`src/common/video_pkg.sv`:
```
// video stream types and frame geometry, imported by every block that touches pixels
`default_nettype none

package video_pkg;

    // one greyscale sample
    typedef logic [7:0] pixel_t;

    // frame size, fixed at build time
    localparam int IMG_WIDTH  = 8;
    localparam int IMG_HEIGHT = 5;

    // position within the frame
    typedef logic [2:0] col_t;
    typedef logic [2:0] row_t;

    // three pixels side by side or stacked, oldest or uppermost in the high byte
    typedef logic [23:0] pixel_triple_t;

endpackage

`default_nettype wire

```
`src/common/filter_pkg.sv`:
```
// kernel coefficients and arithmetic widths of the blur pipeline, imported by the filter
`default_nettype none

package filter_pkg;

    typedef logic [2:0] weight_t;

    // 1-2-1 / 2-4-2 / 1-2-1, top-left first
    localparam weight_t KERNEL_WEIGHTS [9] = '{
        3'd1, 3'd2, 3'd1,
        3'd2, 3'd4, 3'd2,
        3'd1, 3'd2, 3'd1
    };

    // 255 * 4 fits in 10 bits, 255 * 16 in 12
    typedef logic [9:0]  product_t;
    typedef logic [11:0] sum_t;

    // weights add up to 16
    localparam int NORM_SHIFT     = 4;
    localparam int FILTER_LATENCY = 4;

endpackage

`default_nettype wire

```
`src/common/window_if.sv`:
```
// valid/ready links between line buffer, window assembler and filter
`default_nettype none

// one column of three vertically adjacent pixels with the position of the newest
interface column_if
    import video_pkg::*;
();
    pixel_triple_t column;
    col_t          col_idx;
    row_t          row_idx;
    logic          valid;
    logic          ready;

    modport source (output column, col_idx, row_idx, valid, input ready);
    modport sink   (input column, col_idx, row_idx, valid, output ready);
endinterface

// complete 3x3 window, leftmost pixel of each row in the high byte
interface window_if
    import video_pkg::*;
();
    pixel_triple_t top_row;
    pixel_triple_t mid_row;
    pixel_triple_t bot_row;
    logic          valid;
    logic          ready;

    modport source (output top_row, mid_row, bot_row, valid, input ready);
    modport sink   (input top_row, mid_row, bot_row, valid, output ready);
endinterface

`default_nettype wire

```
`src/line_buffer/line_buffer.sv`:
```
// turns the raster pixel stream into registered three-pixel columns using two row memories
`default_nettype none

module line_buffer
    import video_pkg::*;
(
    input  logic     clk_in,
    input  logic     rst_in,
    input  pixel_t   pixel_in,
    input  logic     pixel_valid_in,
    input  logic     frame_start_in,
    output logic     pixel_ready_out,
    column_if.source col_out
);

    // pixels of the previous row and the one before, indexed by column
    pixel_t row1_mem [IMG_WIDTH];
    pixel_t row2_mem [IMG_WIDTH];

    col_t col_cnt;
    row_t row_cnt;
    col_t cur_col;
    row_t cur_row;
    logic accept;
    logic col_valid;

    // free output register or a taker downstream
    assign pixel_ready_out = !col_valid || col_out.ready;
    assign accept          = pixel_valid_in && pixel_ready_out;

    // frame start forces this pixel to the origin
    assign cur_col = frame_start_in ? '0 : col_cnt;
    assign cur_row = frame_start_in ? '0 : row_cnt;

    always_ff @(posedge clk_in) begin
        if (rst_in) begin
            col_cnt   <= '0;
            row_cnt   <= '0;
            col_valid <= 1'b0;
        end else begin
            if (accept) begin
                col_valid <= 1'b1;
                if (cur_col == col_t'(IMG_WIDTH - 1)) begin
                    col_cnt <= '0;
                    if (cur_row == row_t'(IMG_HEIGHT - 1)) begin
                        row_cnt <= '0;
                    end else begin
                        row_cnt <= cur_row + row_t'(1);
                    end
                end else begin
                    col_cnt <= cur_col + col_t'(1);
                    row_cnt <= cur_row;
                end
            end else if (col_out.ready) begin
                col_valid <= 1'b0;
            end
        end
    end

    // read both rows, push the older one up and store the new pixel
    always_ff @(posedge clk_in) begin
        if (accept) begin
            row2_mem[cur_col] <= row1_mem[cur_col];
            row1_mem[cur_col] <= pixel_in;
            col_out.column    <= {row2_mem[cur_col], row1_mem[cur_col], pixel_in};
            col_out.col_idx   <= cur_col;
            col_out.row_idx   <= cur_row;
        end
    end

    assign col_out.valid = col_valid;

endmodule

`default_nettype wire

```
`src/line_buffer/window_assembler.sv`:
```
// shifts incoming columns into a 3x3 window and passes on only the interior windows
`default_nettype none

module window_assembler
    import video_pkg::*;
(
    input  logic     clk_in,
    input  logic     rst_in,
    column_if.sink   col_in,
    window_if.source win_out
);

    // left to right, the rightmost column is the newest
    pixel_triple_t col_left;
    pixel_triple_t col_mid;
    pixel_triple_t col_right;
    logic          win_valid;
    logic          accept;
    logic          interior;

    // the shift register doubles as the window register, so it moves only when free
    assign col_in.ready = !win_valid || win_out.ready;
    assign accept       = col_in.valid && col_in.ready;

    // needs two rows above and two columns to the left
    assign interior = (col_in.col_idx >= col_t'(2)) && (col_in.row_idx >= row_t'(2));

    always_ff @(posedge clk_in) begin
        if (rst_in) begin
            win_valid <= 1'b0;
        end else if (accept) begin
            win_valid <= interior;
        end else if (win_out.ready) begin
            win_valid <= 1'b0;
        end
    end

    always_ff @(posedge clk_in) begin
        if (accept) begin
            col_left  <= col_mid;
            col_mid   <= col_right;
            col_right <= col_in.column;
        end
    end

    // regroup columns into rows, top pixel sits in the high byte of each column
    assign win_out.top_row = {col_left[23:16], col_mid[23:16], col_right[23:16]};
    assign win_out.mid_row = {col_left[15:8], col_mid[15:8], col_right[15:8]};
    assign win_out.bot_row = {col_left[7:0], col_mid[7:0], col_right[7:0]};
    assign win_out.valid   = win_valid;

endmodule

`default_nettype wire

```
`src/logic/gaussian_filter.sv`:
```
// four-stage 3x3 gaussian kernel pipeline with a single stall shared by all stages
`default_nettype none

module gaussian_filter
    import video_pkg::*;
    import filter_pkg::*;
(
    input  logic   clk_in,
    input  logic   rst_in,
    window_if.sink win_in,
    output pixel_t blurred_out,
    output logic   blurred_valid_out,
    input  logic   blurred_ready_in,
    output logic   busy_out
);

    logic [FILTER_LATENCY-1:0] stage_valid;
    logic                      advance;
    logic [71:0]               win_flat;
    product_t                  s1_prod [9];
    product_t                  s2_prod [9];
    sum_t                      sum_comb;
    sum_t                      s3_sum;

    // everything moves together unless the output is full and not taken
    assign advance     = !stage_valid[FILTER_LATENCY-1] || blurred_ready_in;
    assign win_in.ready = advance;

    // top-left pixel ends up in the high byte
    assign win_flat = {win_in.top_row, win_in.mid_row, win_in.bot_row};

    always_ff @(posedge clk_in) begin
        if (rst_in) begin
            stage_valid <= '0;
        end else if (advance) begin
            stage_valid <= {stage_valid[FILTER_LATENCY-2:0], win_in.valid};
        end
    end

    // stage 1 weights, stage 2 just re-registers the products
    always_ff @(posedge clk_in) begin
        if (advance) begin
            for (int k = 0; k < 9; k++) begin
                s1_prod[k] <= product_t'(win_flat[(8 - k) * 8 +: 8])
                              * product_t'(KERNEL_WEIGHTS[k]);
                s2_prod[k] <= s1_prod[k];
            end
        end
    end

    always_comb begin
        sum_comb = '0;
        for (int k = 0; k < 9; k++) begin
            sum_comb = sum_comb + sum_t'(s2_prod[k]);
        end
    end

    // stage 3 sums, stage 4 divides by 16 with truncation
    always_ff @(posedge clk_in) begin
        if (advance) begin
            s3_sum      <= sum_comb;
            blurred_out <= pixel_t'(s3_sum >> NORM_SHIFT);
        end
    end

    assign blurred_valid_out = stage_valid[FILTER_LATENCY-1];
    assign busy_out          = |stage_valid;

endmodule

`default_nettype wire

```
`src/logic/blur_top.sv`:
```
// top level of the streaming 3x3 gaussian blur, plain valid/ready ports on both sides
`default_nettype none

module blur_top
    import video_pkg::*;
(
    input  logic   clk_in,
    input  logic   rst_in,
    input  pixel_t pixel_in,
    input  logic   pixel_valid_in,
    input  logic   frame_start_in,
    output logic   pixel_ready_out,
    output pixel_t blurred_out,
    output logic   blurred_valid_out,
    input  logic   blurred_ready_in,
    output logic   busy_out
);

    column_if col_link ();
    window_if win_link ();

    line_buffer u_line_buffer (
        .clk_in          (clk_in),
        .rst_in          (rst_in),
        .pixel_in        (pixel_in),
        .pixel_valid_in  (pixel_valid_in),
        .frame_start_in  (frame_start_in),
        .pixel_ready_out (pixel_ready_out),
        .col_out         (col_link.source)
    );

    window_assembler u_window_assembler (
        .clk_in  (clk_in),
        .rst_in  (rst_in),
        .col_in  (col_link.sink),
        .win_out (win_link.source)
    );

    gaussian_filter u_gaussian_filter (
        .clk_in            (clk_in),
        .rst_in            (rst_in),
        .win_in            (win_link.sink),
        .blurred_out       (blurred_out),
        .blurred_valid_out (blurred_valid_out),
        .blurred_ready_in  (blurred_ready_in),
        .busy_out          (busy_out)
    );

endmodule

`default_nettype wire

```
`config.mk`:
```
export PLATFORM = sky130hd
export DESIGN_NAME = blur_top
export DESIGN_NICKNAME = d
export VERILOG_FILES = /design/src/common/video_pkg.sv /design/src/common/filter_pkg.sv /design/src/common/window_if.sv /design/src/line_buffer/line_buffer.sv /design/src/line_buffer/window_assembler.sv /design/src/logic/gaussian_filter.sv /design/src/logic/blur_top.sv
export SDC_FILE = /design/constraint.sdc
export NUM_CORES = 1
export LEC_CHECK = 0
export BUFFER_PORTS_ARGS = -buffer_cell sky130_fd_sc_hd__buf_4
export CAP_MARGIN = 20
export CORE_MARGIN = 5
export CORE_UTILIZATION = 50
export CTS_CLUSTER_DIAMETER = 120
export CTS_CLUSTER_SIZE = 14
export DETAILED_ROUTE_END_ITERATION = 8
export GPL_TIMING_DRIVEN = 1
export PLACE_DENSITY = 0.65
export SYNTH_ARGS = -nofsm -noshare
export SYNTH_HDL_FRONTEND = slang
export SYNTH_SLANG_ARGS = --single-unit
```
`constraint.sdc`:
```
create_clock -name clk_in -period 9.4 [get_ports clk_in]
set_input_delay 1.88 -clock clk_in [delete_from_list [all_inputs] [get_ports clk_in]]
set_output_delay 1.88 -clock clk_in [all_outputs]
set_load 0.005 [all_outputs]
```
==> results.md <==
- Status: finished clean
- Fin. Hold Viols: 0
- Via count: 6973
- # nets final: 1032
- Wire per inst: 17.3 microns
- Antenna-violating nets left: 0
- H-tree lvl count: 2
- First-pass GRT wire length: 38000 microns
- Post-Route WL: 23400 microns
- M1 WL: 10200 microns
- Final setup fails: 0
- Top FF cell, synth: edfxtp_1
- Max Freq: 0.181 GHz
- WL met3: 841 microns
- Cell Chain, Critical Path: ha_1, inv_1, fa_1, nor2b_1, o31ai_1, a21oi_1, a31oi_1, fa_1, inv_1, fa_1, fa_1, fa_1, inv_1, ha_1, a21o_1, a221oi_1, mux2i_1, nand3_1
- Hold buffers post-CTS: 0
- Fin crit share: 58.7%
- Die area: 34500 sq um
- Synth async-reset ratio: 0%
- Gr ovfl total: 0
- Syn Inst Count: 909
- Antenna Diode Count: 0
- Most frequent CP cell: fa_1
- CTS tree: yes
- Crit start category: flop
- Critical path's top delay family: adder cells
- Die Height: 186 microns
- CTS buffer count: 34
- Placed inst area: 16100 sq um
- Starting density of the core: 50.6%
- Crit-path max cell delay: 0.54 ns
- Slew headroom: 29.7%
- Synthesized area: 15400 sq um
- Crit Path Class: flop to flop
- Leakage Power: 6.10 nW
- Final Critical Period: 5.51 ns
- Final TNS setup: 0 ns
- Syn. warnings: 0
- Vias in the first global route: 7039
- Site Rows: 64
- Post-synth cell types: 47
- Root Buffer: clkbuf_16
- PortBufs: 23
- WP data arrival: 5.75 ns
- Vias per std cell: 5.17
- Initial antenna violation count: 0
- Detailed Routing Iterations Pass 1: 4
- HP Class: flop to flop
- EDFF count, synth: 388
- Mean Syn Cell Area: 17.0 sq um
- Max cap viols: 0
- PwrDens: 230 nW/um^2
- GRT Util Overall: 14.1%
- Largest net degree at the start of global routing: 91
- Max-slew violations: 0
- Top-Level Pins: 24
- Max FO, Critical Path: 6
- RSZ-0062 raised after global routing: false
- Sequential area share after synthesis: 77.0%
- CP bufs+invs: 3
- Crit end category: flop
- Met2 wire length: 11900 microns
- Slew @ Worst Pin: 1.05 ns
- Clock-pin slew on the worst setup and hold paths: 0.07 ns
- CTS Sinks: 400
- Post-DP HPWL: 13800 microns
- Post-route cell area: 17000 sq um
- Synth Register Bits: 400
- Detailed router's first-iteration violation count: 452
- Residual DRC count: 0
- Die W: 186 microns
- Core area: 30500 sq um
- Clock latency on the worst-skew pair: 0.50 ns
- Setup ws final: 3.89 ns
- Max clock buf depth: 3
- Setup repair bufs after CTS: 0
- Critical path's slowest cell: fa_1
- Critical Path RT: 9.64 ns
- Final setup skew: 0.0192 ns
- Area delta synth->final: 9.98%
- Max VDD drop: 0.184 mV
- Layout cells sized above 1: 8.39%
- Gpl congestion: 0.778
- Post_cts resized: 0
- Dpl ws: 3.89 ns
- Max layer used: met4
- Syn_nets: 993
[per-stage QoR]
stage | power (W) | hold slack [ns] | cells | util [%]
global route | 0.00412 | 0.416 | 1350 | 55.7
detailed placement | 0.00273 | 0.405 | 1308 | 52.7
floorplan | 0.00258 | 0.400 | 909 | -
CTS | 0.00395 | 0.408 | 1350 | 55.7
global placement | 0.00270 | 0.401 | 1308 | 52.7
finish | 0.00390 | 0.409 | 1350 | 55.7
[routing by layer]
metal | vias to the layer above | track usage (%)
met4 | 0 | 3.76
met1 | 3451 | 19.1
met2 | 109 | 24.1
met5 | - | 0
met3 | 38 | 2.33
li1 | 3375 | -
[layout by cell type (no fill, tap or decap), types with 3 or more instances in the layout]
cell type,synthesis,routed
a21oi_1,79,79
o21a_1,3,3
fa_1,48,48
xor2_1,3,3
o22ai_1,15,15
nor2b_1,51,51
nand3_1,3,3
buf_4,2,31
nand2_1,56,56
xnor2_1,5,5
clkbuf_1,12,5
nor3_4,0,3
nand4b_1,3,3
o21ai_0,25,25
a31oi_1,3,3
inv_1,76,75
or3_1,15,15
a211oi_1,3,3
nand2b_1,7,7
mux2i_1,5,5
edfxtp_1,388,388
clkbuf_16,0,35
nor2_1,18,17
nor3_1,8,5
ha_1,23,23
dfxtp_1,12,12
nor4_1,5,3
a21o_1,3,3
[kinds of logic (layout without fill, tap and decap cells)]
| family | count (synthesis) | after routing | share of synthesized area (%) |
|---|---|---|---|
| and+or+nand+nor | 175 | 175 | 5.87 |
| AOI/OAI and AO/OA | 143 | 143 | 5.25 |
| adders and majority gates | 71 | 71 | 8.08 |
| DFF | 400 | 400 | 77.0 |
| buffers and inverters | 106 | 151 | 2.90 |
| muxes | 6 | 6 | 0.470 |
| xor gates and xnor gates | 8 | 8 | 0.454 |
[worst paths after layout]
path / end / startpoint / slack (ns) / depth (start not counted)
max reg2reg: u_gaussian_filter.s3_sum[11] / u_gaussian_filter.s2_prod[0][1] / 3.89 / 18
min reg2reg: u_gaussian_filter.s2_prod[0][3] / u_gaussian_filter.s1_prod[0][3] / 0.41 / 0
max: u_gaussian_filter.s3_sum[11] / u_gaussian_filter.s2_prod[0][1] / 3.89 / 18
min: u_gaussian_filter.s2_prod[0][3] / u_gaussian_filter.s1_prod[0][3] / 0.41 / 0
[state kept, by name, summed over array words and instances, names as in the netlist]
signal and cells:
u_gaussian_filter.s2_prod 72, u_line_buffer.col_cnt 3, u_gaussian_filter.s3_sum 8, u_line_buffer.col_out.col_idx 2, u_line_buffer.col_out.column 24, u_gaussian_filter.stage_valid 4
u_gaussian_filter.s1_prod 72, u_line_buffer.row_cnt 3, u_gaussian_filter.blurred_out 8, u_window_assembler.col_mid 24, u_window_assembler.col_left 24, u_line_buffer.col_out.valid 1
u_line_buffer.row1_mem 64, u_window_assembler.col_right 24, u_line_buffer.row2_mem 64, u_window_assembler.win_out.valid 1, u_line_buffer.col_out.row_idx 2
[power by group]
group / leakage [nW] / internal, W / total (W) / switching, W
clock network: 0.446 / 0.000668 / 0.00122 / 0.000554
logic: 1.75 / 0.000252 / 0.000574 / 0.000323
registers: 3.90 / 0.00208 / 0.00211 / 0.0000261
total: 6.10 / 0.00300 / 0.00390 / 0.000902
[synthesized netlist by cell type, types with 4 or more instances]
cell type / count / area, sq um
buf_6: 4 / 45.0
nand2b_1: 7 / 43.8
or3_1: 15 / 93.8
mux2i_1: 5 / 50.1
a21oi_1: 79 / 395
nor2_1: 18 / 67.6
o21ai_0: 25 / 125
edfxtp_1: 388 / 11700
fa_1: 48 / 961
nand2_1: 56 / 210
dfxtp_1: 12 / 240
o22ai_1: 15 / 93.8
nor3_1: 8 / 40.0
buf_2: 10 / 50.1
inv_1: 76 / 285
xnor2_1: 5 / 43.8
ha_1: 23 / 288
nor2b_1: 51 / 319
clkbuf_1: 12 / 45.0
nor4_1: 5 / 31.3
[final cells by class]
| type | count | area [sq um] |
|---|---|---|
| clock buffers | 40 | 895 |
| clock inverters | 2 | 17.5 |
| fillers | 2328 | 13500 |
| inverters | 78 | 298 |
| multi-input cells | 403 | 3160 |
| flip-flops and latches | 400 | 11900 |
| well taps | 396 | 495 |
| repair buffers | 31 | 233 |
(Power assumes the default switching activity.)
